File: src/common/ccl_region_pkg.sv
package ccl_region_pkg;

    ////////////////////////////////////////////////////////////////////////////
    // label space
    ////////////////////////////////////////////////////////////////////////////

    localparam int max_labels = 31;     // highest label handed out
    localparam int label_w    = 5;

    typedef logic [label_w-1:0] label_t;    // 0 is background

    ////////////////////////////////////////////////////////////////////////////
    // per-region statistics
    ////////////////////////////////////////////////////////////////////////////

    typedef logic [8:0]  area_t;        // up to a full 16x16 frame
    typedef logic [12:0] sum_t;         // sum of column or row numbers

    // centroid is 4 integer bits and 5 fraction bits
    localparam int frac_bits = 5;

    typedef logic [8:0] centroid_t;

endpackage

File: src/common/ccl_frame_pkg.sv
package ccl_frame_pkg;

    ////////////////////////////////////////////////////////////////////////////
    // frame geometry
    ////////////////////////////////////////////////////////////////////////////

    localparam int img_width  = 16;     // pixels per line
    localparam int img_height = 16;     // lines per frame

    // wide enough for any column or row of the frame
    localparam int coord_w = 4;

    typedef logic [coord_w-1:0] coord_t;

endpackage
File: src/rtl/ccl_centroid.sv
`timescale 1ns/1ps

module ccl_centroid (
    input  logic                      clk,
    input  logic                      reset,
    input  logic                      img_vsync,
    input  logic                      img_href,
    input  logic                      img_bit,
    output logic                      region_valid,
    output ccl_region_pkg::label_t    region_label,
    output ccl_region_pkg::area_t     region_area,
    output ccl_region_pkg::centroid_t centroid_x,
    output ccl_region_pkg::centroid_t centroid_y,
    output logic                      report_done
);

    logic                   pix_valid;
    logic                   pix_bit;
    ccl_frame_pkg::coord_t  pix_x;
    ccl_frame_pkg::coord_t  pix_y;
    logic                   frame_end;
    logic                   acc_en;
    ccl_region_pkg::label_t acc_label;
    ccl_frame_pkg::coord_t  acc_x;
    ccl_frame_pkg::coord_t  acc_y;
    logic                   rd_en;
    ccl_region_pkg::label_t rd_addr;
    ccl_region_pkg::area_t  area_rd;
    ccl_region_pkg::sum_t   sum_x_rd;
    ccl_region_pkg::sum_t   sum_y_rd;

    frame_timing frame_timing_inst (
        .clk       (clk),
        .reset     (reset),
        .img_vsync (img_vsync),
        .img_href  (img_href),
        .img_bit   (img_bit),
        .pix_valid (pix_valid),
        .pix_bit   (pix_bit),
        .pix_x     (pix_x),
        .pix_y     (pix_y),
        .frame_end (frame_end)
    );

    label_assigner label_assigner_inst (
        .clk       (clk),
        .reset     (reset),
        .pix_valid (pix_valid),
        .pix_bit   (pix_bit),
        .pix_x     (pix_x),
        .pix_y     (pix_y),
        .acc_en    (acc_en),
        .acc_label (acc_label),
        .acc_x     (acc_x),
        .acc_y     (acc_y)
    );

    ////////////////////////////////////////////////////////////////////////////
    // per-label statistics
    ////////////////////////////////////////////////////////////////////////////

    region_accumulator #(.payload_t(ccl_region_pkg::area_t)) area_acc_inst (
        .clk       (clk),
        .reset     (reset),
        .acc_en    (acc_en),
        .acc_label (acc_label),
        .increment (ccl_region_pkg::area_t'(1)),   // one pixel
        .rd_en     (rd_en),
        .rd_addr   (rd_addr),
        .rd_data   (area_rd)
    );

    region_accumulator #(.payload_t(ccl_region_pkg::sum_t)) sum_x_acc_inst (
        .clk       (clk),
        .reset     (reset),
        .acc_en    (acc_en),
        .acc_label (acc_label),
        .increment (ccl_region_pkg::sum_t'(acc_x)),
        .rd_en     (rd_en),
        .rd_addr   (rd_addr),
        .rd_data   (sum_x_rd)
    );

    region_accumulator #(.payload_t(ccl_region_pkg::sum_t)) sum_y_acc_inst (
        .clk       (clk),
        .reset     (reset),
        .acc_en    (acc_en),
        .acc_label (acc_label),
        .increment (ccl_region_pkg::sum_t'(acc_y)),
        .rd_en     (rd_en),
        .rd_addr   (rd_addr),
        .rd_data   (sum_y_rd)
    );

    centroid_reporter centroid_reporter_inst (
        .clk          (clk),
        .reset        (reset),
        .frame_end    (frame_end),
        .rd_en        (rd_en),
        .rd_addr      (rd_addr),
        .area_in      (area_rd),
        .sum_x_in     (sum_x_rd),
        .sum_y_in     (sum_y_rd),
        .region_valid (region_valid),
        .region_label (region_label),
        .region_area  (region_area),
        .centroid_x   (centroid_x),
        .centroid_y   (centroid_y),
        .report_done  (report_done)
    );

endmodule

File: src/rtl/centroid_reporter.sv
`timescale 1ns/1ps

module centroid_reporter (
    input  logic                      clk,
    input  logic                      reset,
    input  logic                      frame_end,
    output logic                      rd_en,
    output ccl_region_pkg::label_t    rd_addr,
    input  ccl_region_pkg::area_t     area_in,
    input  ccl_region_pkg::sum_t      sum_x_in,
    input  ccl_region_pkg::sum_t      sum_y_in,
    output logic                      region_valid,
    output ccl_region_pkg::label_t    region_label,
    output ccl_region_pkg::area_t     region_area,
    output ccl_region_pkg::centroid_t centroid_x,
    output ccl_region_pkg::centroid_t centroid_y,
    output logic                      report_done
);

    logic                   start_q;
    logic                   rd_q;       // accumulator data valid this cycle
    logic                   last_q;
    logic                   last_qq;
    ccl_region_pkg::label_t label_q;

    // floor(sum * 2^frac_bits / area)
    function automatic ccl_region_pkg::centroid_t scale_div(
        input ccl_region_pkg::sum_t  sum,
        input ccl_region_pkg::area_t area
    );
        logic [$bits(ccl_region_pkg::sum_t)+ccl_region_pkg::frac_bits-1:0] num;
        num = {sum, {ccl_region_pkg::frac_bits{1'b0}}};
        if (area == '0)
            return '0;
        return ccl_region_pkg::centroid_t'(num / area);
    endfunction

    ////////////////////////////////////////////////////////////////////////////
    // label scan
    ////////////////////////////////////////////////////////////////////////////

    always_ff @(posedge clk) begin
        if (reset) begin
            start_q      <= 1'b0;
            rd_en        <= 1'b0;
            rd_addr      <= '0;
            rd_q         <= 1'b0;
            last_q       <= 1'b0;
            last_qq      <= 1'b0;
            region_valid <= 1'b0;
            report_done  <= 1'b0;
        end else begin
            start_q <= frame_end;
            if (start_q) begin
                rd_en   <= 1'b1;
                rd_addr <= ccl_region_pkg::label_t'(1);
            end else if (rd_en) begin
                if (rd_addr == ccl_region_pkg::label_t'(ccl_region_pkg::max_labels)) begin
                    rd_en   <= 1'b0;
                    rd_addr <= '0;
                end else begin
                    rd_addr <= rd_addr + 1'b1;
                end
            end

            rd_q    <= rd_en;
            last_q  <= rd_en && (rd_addr == ccl_region_pkg::label_t'(ccl_region_pkg::max_labels));
            last_qq <= last_q;
            report_done <= last_qq;

            region_valid <= rd_q && (area_in != '0);   // empty labels skipped
        end
    end

    ////////////////////////////////////////////////////////////////////////////
    // divide
    ////////////////////////////////////////////////////////////////////////////

    always_ff @(posedge clk) begin
        label_q <= rd_addr;
        if (rd_q) begin
            region_label <= label_q;
            region_area  <= area_in;
            centroid_x   <= scale_div(sum_x_in, area_in);
            centroid_y   <= scale_div(sum_y_in, area_in);
        end
    end

endmodule

File: src/rtl/region_accumulator.sv
`timescale 1ns/1ps

module region_accumulator #(
    parameter type payload_t = logic [7:0]
) (
    input  logic                   clk,
    input  logic                   reset,
    input  logic                   acc_en,
    input  ccl_region_pkg::label_t acc_label,
    input  payload_t               increment,
    input  logic                   rd_en,
    input  ccl_region_pkg::label_t rd_addr,
    output payload_t               rd_data
);

    payload_t                             mem [1:ccl_region_pkg::max_labels];
    logic [ccl_region_pkg::max_labels:1]  occupied;    // entry written this frame

    // read stage
    logic                   s1_valid;
    ccl_region_pkg::label_t s1_label;
    payload_t               s1_inc;
    payload_t               s1_base;

    // forward cache, new is being written this cycle, old was written last cycle
    logic                   new_valid;
    ccl_region_pkg::label_t new_label;
    payload_t               new_data;
    logic                   old_valid;
    ccl_region_pkg::label_t old_label;
    payload_t               old_data;

    payload_t base;
    payload_t sum;

    always_comb begin
        if (new_valid && new_label == s1_label)
            base = new_data;
        else if (old_valid && old_label == s1_label)
            base = old_data;
        else
            base = s1_base;
        sum = base + s1_inc;
    end

    always_ff @(posedge clk) begin
        if (reset) begin
            s1_valid  <= 1'b0;
            new_valid <= 1'b0;
            old_valid <= 1'b0;
            occupied  <= '0;
        end else begin
            s1_valid  <= acc_en;
            new_valid <= s1_valid;
            old_valid <= new_valid;
            if (new_valid)
                occupied[new_label] <= 1'b1;
            if (rd_en)
                occupied[rd_addr] <= 1'b0;  // read-clear wins
        end
    end

    always_ff @(posedge clk) begin
        s1_label  <= acc_label;
        s1_inc    <= increment;
        if (acc_en)
            s1_base <= occupied[acc_label] ? mem[acc_label] : '0;

        new_label <= s1_label;
        new_data  <= sum;
        old_label <= new_label;
        old_data  <= new_data;

        if (new_valid)
            mem[new_label] <= new_data;

        if (rd_en) begin
            if (new_valid && new_label == rd_addr)
                rd_data <= new_data;            // write in flight
            else if (occupied[rd_addr])
                rd_data <= mem[rd_addr];
            else
                rd_data <= '0;
        end
    end

endmodule

File: src/labeling/label_assigner.sv
`timescale 1ns/1ps

module label_assigner (
    input  logic                   clk,
    input  logic                   reset,
    input  logic                   pix_valid,
    input  logic                   pix_bit,
    input  ccl_frame_pkg::coord_t  pix_x,
    input  ccl_frame_pkg::coord_t  pix_y,
    output logic                   acc_en,
    output ccl_region_pkg::label_t acc_label,
    output ccl_frame_pkg::coord_t  acc_x,
    output ccl_frame_pkg::coord_t  acc_y
);

    ccl_region_pkg::label_t next_label;    // 0 once the labels are used up
    ccl_region_pkg::label_t avail_label;
    ccl_region_pkg::label_t ur_raw;        // previous row, column pix_x+1
    ccl_region_pkg::label_t up_q;
    ccl_region_pkg::label_t ul_q;
    ccl_region_pkg::label_t col0_q;        // previous row, column 0
    ccl_region_pkg::label_t up_cur;
    ccl_region_pkg::label_t left_n;
    ccl_region_pkg::label_t ul_n;
    ccl_region_pkg::label_t up_n;
    ccl_region_pkg::label_t ur_n;
    ccl_region_pkg::label_t best;
    ccl_region_pkg::label_t cur_label;
    ccl_frame_pkg::coord_t  next_x;
    ccl_frame_pkg::coord_t  rd_addr;
    logic                   top_row;
    logic                   left_edge;
    logic                   right_edge;
    logic                   need_new;

    // smallest non-zero of two labels, 0 if both are 0
    function automatic ccl_region_pkg::label_t min_nz(
        input ccl_region_pkg::label_t a,
        input ccl_region_pkg::label_t b
    );
        if (a == '0)
            return b;
        if (b == '0)
            return a;
        return (a < b) ? a : b;
    endfunction

    ////////////////////////////////////////////////////////////////////////////
    // previous row window
    ////////////////////////////////////////////////////////////////////////////

    // fetch up-right of the next pixel a cycle early; idle cycles
    // before a line prime column 1
    assign next_x  = pix_valid ? pix_x + 1'b1 : '0;
    assign rd_addr = next_x + 1'b1;

    line_label_buffer line_label_buffer_inst (
        .clk     (clk),
        .wr_en   (pix_valid),
        .wr_addr (pix_x),
        .rd_addr (rd_addr),
        .wr_data (cur_label),
        .rd_data (ur_raw)
    );

    ////////////////////////////////////////////////////////////////////////////
    // label choice
    ////////////////////////////////////////////////////////////////////////////

    always_comb begin
        top_row    = (pix_y == '0);
        left_edge  = (pix_x == '0);
        right_edge = (pix_x == ccl_frame_pkg::coord_t'(ccl_frame_pkg::img_width - 1));

        up_cur = left_edge ? col0_q : up_q;

        // outside the image counts as background
        left_n = left_edge ? '0 : acc_label;
        ul_n   = (top_row || left_edge) ? '0 : ul_q;
        up_n   = top_row ? '0 : up_cur;
        ur_n   = (top_row || right_edge) ? '0 : ur_raw;

        best = min_nz(min_nz(left_n, ul_n), min_nz(up_n, ur_n));

        // numbering restarts at the first pixel of a frame
        avail_label = (top_row && left_edge) ? ccl_region_pkg::label_t'(1) : next_label;
        need_new    = pix_bit && (best == '0);

        if (!pix_bit)
            cur_label = '0;
        else if (best != '0)
            cur_label = best;
        else
            cur_label = avail_label;
    end

    always_ff @(posedge clk) begin
        if (reset) begin
            acc_en     <= 1'b0;
            next_label <= ccl_region_pkg::label_t'(1);
        end else begin
            acc_en <= pix_valid && (cur_label != '0);
            if (pix_valid) begin
                if (need_new && avail_label != '0) begin
                    if (avail_label == ccl_region_pkg::label_t'(ccl_region_pkg::max_labels))
                        next_label <= '0;               // exhausted
                    else
                        next_label <= avail_label + 1'b1;
                end else begin
                    next_label <= avail_label;
                end
            end
        end
    end

    always_ff @(posedge clk) begin
        if (pix_valid) begin
            acc_label <= cur_label;     // also the left neighbour
            acc_x     <= pix_x;
            acc_y     <= pix_y;
            up_q      <= ur_raw;        // shift window by one column
            ul_q      <= up_cur;
            if (left_edge)
                col0_q <= cur_label;
        end
    end

endmodule

File: src/labeling/line_label_buffer.sv
`timescale 1ns/1ps

module line_label_buffer (
    input  logic                   clk,
    input  logic                   wr_en,
    input  ccl_frame_pkg::coord_t  wr_addr,
    input  ccl_frame_pkg::coord_t  rd_addr,
    input  ccl_region_pkg::label_t wr_data,
    output ccl_region_pkg::label_t rd_data
);

    // one label per column; the current row overwrites the previous one
    // behind the read pointer
    ccl_region_pkg::label_t mem [ccl_frame_pkg::img_width];

    always_ff @(posedge clk) begin
        if (wr_en)
            mem[wr_addr] <= wr_data;
        rd_data <= mem[rd_addr];    // registered read
    end

endmodule

File: src/rtl/frame_timing.sv
`timescale 1ns/1ps

module frame_timing (
    input  logic                  clk,
    input  logic                  reset,
    input  logic                  img_vsync,
    input  logic                  img_href,
    input  logic                  img_bit,
    output logic                  pix_valid,
    output logic                  pix_bit,
    output ccl_frame_pkg::coord_t pix_x,
    output ccl_frame_pkg::coord_t pix_y,
    output logic                  frame_end
);

    logic                  vsync_q;
    logic                  href_q;
    ccl_frame_pkg::coord_t col_cnt;    // column of the pixel now on the input
    ccl_frame_pkg::coord_t row_cnt;

    always_ff @(posedge clk) begin
        if (reset) begin
            vsync_q   <= 1'b0;
            href_q    <= 1'b0;
            col_cnt   <= '0;
            row_cnt   <= '0;
            pix_valid <= 1'b0;
            frame_end <= 1'b0;
        end else begin
            vsync_q   <= img_vsync;
            href_q    <= img_href;
            pix_valid <= img_vsync & img_href;
            frame_end <= vsync_q & ~img_vsync;     // vsync fall

            if (img_vsync && img_href)
                col_cnt <= col_cnt + 1'b1;
            else
                col_cnt <= '0;

            // next row starts after each href fall
            if (!img_vsync)
                row_cnt <= '0;
            else if (href_q && !img_href)
                row_cnt <= row_cnt + 1'b1;
        end
    end

    always_ff @(posedge clk) begin
        pix_bit <= img_bit;
        pix_x   <= col_cnt;
        pix_y   <= row_cnt;
    end

endmodule

File: config.mk
export PLATFORM = sky130hd
export DESIGN_NAME = ccl_centroid
export DESIGN_NICKNAME = d
export VERILOG_FILES = /design/src/common/ccl_region_pkg.sv /design/src/common/ccl_frame_pkg.sv /design/src/rtl/ccl_centroid.sv /design/src/rtl/centroid_reporter.sv /design/src/rtl/region_accumulator.sv /design/src/labeling/label_assigner.sv /design/src/labeling/line_label_buffer.sv /design/src/rtl/frame_timing.sv
export SDC_FILE = /design/constraint.sdc
export NUM_CORES = 2
export LEC_CHECK = 0
export ABC_AREA = 0
export CORE_UTILIZATION = 40
export DETAILED_ROUTE_END_ITERATION = 10
export DONT_BUFFER_PORTS = 1
export SKIP_CTS_REPAIR_TIMING = 1
export SLEW_MARGIN = 20
export SYNTH_ARGS = -nofsm -noshare
export SYNTH_HDL_FRONTEND = slang
export SYNTH_SLANG_ARGS = --single-unit
File: constraint.sdc
create_clock -name clk -period 43.9 [get_ports clk]
set_input_delay 2.195 -clock clk [delete_from_list [all_inputs] [get_ports clk]]
set_output_delay 2.195 -clock clk [all_outputs]
set_load 0.03 [all_outputs]
==> results.ini <==
[routing]
avgViaCountPerCell=6.25
routed_wl_um=243000
drcViolationCount=0
dr.first_iter.drc_count=6405
wl_per_cell_um=28.3
drt_pass1_iterations=6
vias=53514
ant_nets=0

[yosys]
netlist_instances=5774
ys_seq_area_share_pct=53.4
synth_edf_count=1290
synth_top_flop_cell=edfxtp_1
ys_ff_latch=1528
synth.cell_area_um2=81500
synth_cell_types=129
yosys_warnings=0
synthTopCellsByArea=edfxtp_1 (48%), mux4_2 (17%), dfxtp_1 (5.8%)
syn_area_per_cell_um2=14.1
synthesis.nets=6064
async_flop_share_pct=0
synth_largest_area_cell=edfxtp_1
synth_top_area_share_pct=47.5

[timing]
tns_ps=0
finalClockSkew_ps=73.8
setup_viol=0
tightest_slew_ps=1220
holdWs_ps=344
slew_viol_final=0
slew_headroom_pct=18.2
grt_setup_unrepaired=false
hold_viol=0
period_share_pct=90.6
fmax_ghz=0.0251
min_period_ps=39780

[final_layout]
drive_gt1_share_pct=20.6
postLayoutCellArea_um2=90500
final_nets=6042
syn2layout_area_growth_pct=11.0
fillCellCount=17788

[die]
dieArea_um2=206000
core_area_um2=202000
rows=165
io_pins=39
fp.dieH_um=453
start_util_pct=40.3
die_w_um=453

[clocking]
cts_tree=yes
clock_sink_count=1528
cts_buffer_depth=3
root_buffer=clkbuf_16
htree_num_levels=4
worstSkewPairLatency_ps=830
cts_buffers=160
clk_pin_slew_ps=60

[setup_path]
r2r_start=area_acc_inst.rd_data[1]$_DFFE_PP_
path_max_fanout=24
slowest_delay_ps=970
slowest_stage=o41ai_2
crit_path_start=area_acc_inst.rd_data[1]$_DFFE_PP_
crit_top_cell=o21a_1
critical_path_required_ps=44430
start_kind=flip-flop
crit_type=flip-flop to flip-flop
critPathCaptureType=flip-flop
worstPathArrival_ps=40310

[hold_path]
hold_start=label_assigner_inst.acc_y[2]$_DFFE_PP_
min_path_type=flip-flop to flip-flop

[placement]
io_buffers=0
post-dp-hpwl_um=141000
postPlaceCellArea_um2=85000
gp_congestion=0.852

[global_routing]
grt_usage_pct=23.4
grt_pass1_vias=53755
grt_max_degree=127
antenna_found_initial=4
overflow=0
grt_pass1_wl_um=356000

[outcome]
status=finished clean

[run]
cap_violations=0

-- layout by cell type, fill, tap and decap left out, drive strengths merged, types with 89 or more instances in the layout --
cell,Yosys,routed
inv,82,89
a21oi,295,295
o21a,207,207
dfxtp,238,238
a22oi,162,162
nand2,370,370
nor3,114,114
mux2i,147,147
ha,281,281
mux4,633,633
buf,90,132
edfxtp,1290,1290
clkbuf,226,231
nor2,362,362
o21ai,209,209
xnor2,91,91
-- through the flow --
| step | setup slack (ps) | util [%] | std cells |
|---|---|---|---|
| global placement | 5210 | 42.0 | 8257 |
| floorplan | 8630 | - | 5774 |
| detailed placement | 4270 | 42.0 | 8260 |
| global route | 546 | 44.7 | 8560 |
| CTS | 4120 | 44.7 | 8558 |
| finish | 4120 | 44.7 | 8563 |
-- metal layers --
layer  track usage (%)  vias to the layer above  share of wire, %
li1                  -                    23219                 -
met1              30.9                    27335                40
met2              38.5                     2466                48
met3              4.44                      494               8.5
met4              8.14                        0               3.5
met5                 0                        -                 0
-- cells by family after synthesis --
| logic type | Yosys count | share of synthesized area (%) |
|---|---|---|
| buf+inv | 399 | 1.92 |
| xor+xnor | 161 | 1.74 |
| mux | 842 | 20.1 |
| flops | 1528 | 53.4 |
| compound gates | 1252 | 10.4 |
| simple gates | 1307 | 8.01 |
| fa+ha+maj | 285 | 4.41 |
-- final cells by class --
type | instances | area [um2] | area share [%]
Sequential cell | 1528 | 43500 | 48.1
Multi-Input combinational cell | 3847 | 36800 | 40.6
Clock buffer | 231 | 4490 | 4.97
Tap cell | 2672 | 3340 | 3.70
Timing Repair Buffer | 132 | 1150 | 1.27
Clock inverter | 67 | 873 | 0.965
Inverter | 83 | 312 | 0.344
Antenna cell | 3 | 7.51 | 0.00830
-- critical path: cells and delay by family (launching register included) --
kind	cells	cell delay, ps
flops	1	720
mux	5	1550
simple gates	47	10310
buf+inv	1	90
fa+ha+maj	17	5510
compound gates	93	21320
-- worst paths after layout --
path | endpoint | slack, ps | cells after the start
setup / recovery | centroid_reporter_inst.centroid_x[0]$_SDFFCE_PP0P_ | 4120 | 163
hold / removal | sum_y_acc_inst.s1_inc[2]$_DFF_P_ | 340 | 0
setup reg to reg | centroid_reporter_inst.centroid_x[0]$_SDFFCE_PP0P_ | 4120 | 163
hold reg to reg | sum_y_acc_inst.s1_inc[2]$_DFF_P_ | 340 | 0
-- sequential cells by signal, indices dropped and copies added, names as in the netlist, 9 cells and up --
register                                        cells
centroid_reporter_inst.centroid_y                   9
centroid_reporter_inst.centroid_x                   9
sum_y_acc_inst.new_data                            13
area_acc_inst.s1_base                               9
sum_x_acc_inst.s1_base                             13
sum_y_acc_inst.rd_data                             13
sum_y_acc_inst.s1_base                             13
area_acc_inst.occupied                             31
area_acc_inst.new_data                              9
sum_y_acc_inst.occupied                            31
area_acc_inst.mem                                 279
sum_y_acc_inst.mem                                403
area_acc_inst.old_data                              9
sum_x_acc_inst.mem                                403
label_assigner_inst.line_label_buffer_inst.mem     80
sum_x_acc_inst.old_data                            13
sum_x_acc_inst.new_data                            13
sum_x_acc_inst.rd_data                             13
area_acc_inst.rd_data                               9
sum_y_acc_inst.old_data                            13
centroid_reporter_inst.region_area                  9
sum_x_acc_inst.occupied                            31
-- Yosys cell counts (all sizes together) (51+ instances only) --
master,count
a21o,88
a21oi,295
a22oi,162
buf,90
clkbuf,226
dfxtp,238
edfxtp,1290
ha,281
inv,82
mux2,62
mux2i,147
mux4,633
nand2,370
nand2b,51
nand3,62
nor2,362
nor3,114
o21a,207
o21ai,209
xnor2,91
xor2,70
Power is left out: the tool's default activity adds up to more than one toggle a clock period on the data nets, which glitch-free logic cannot reach.
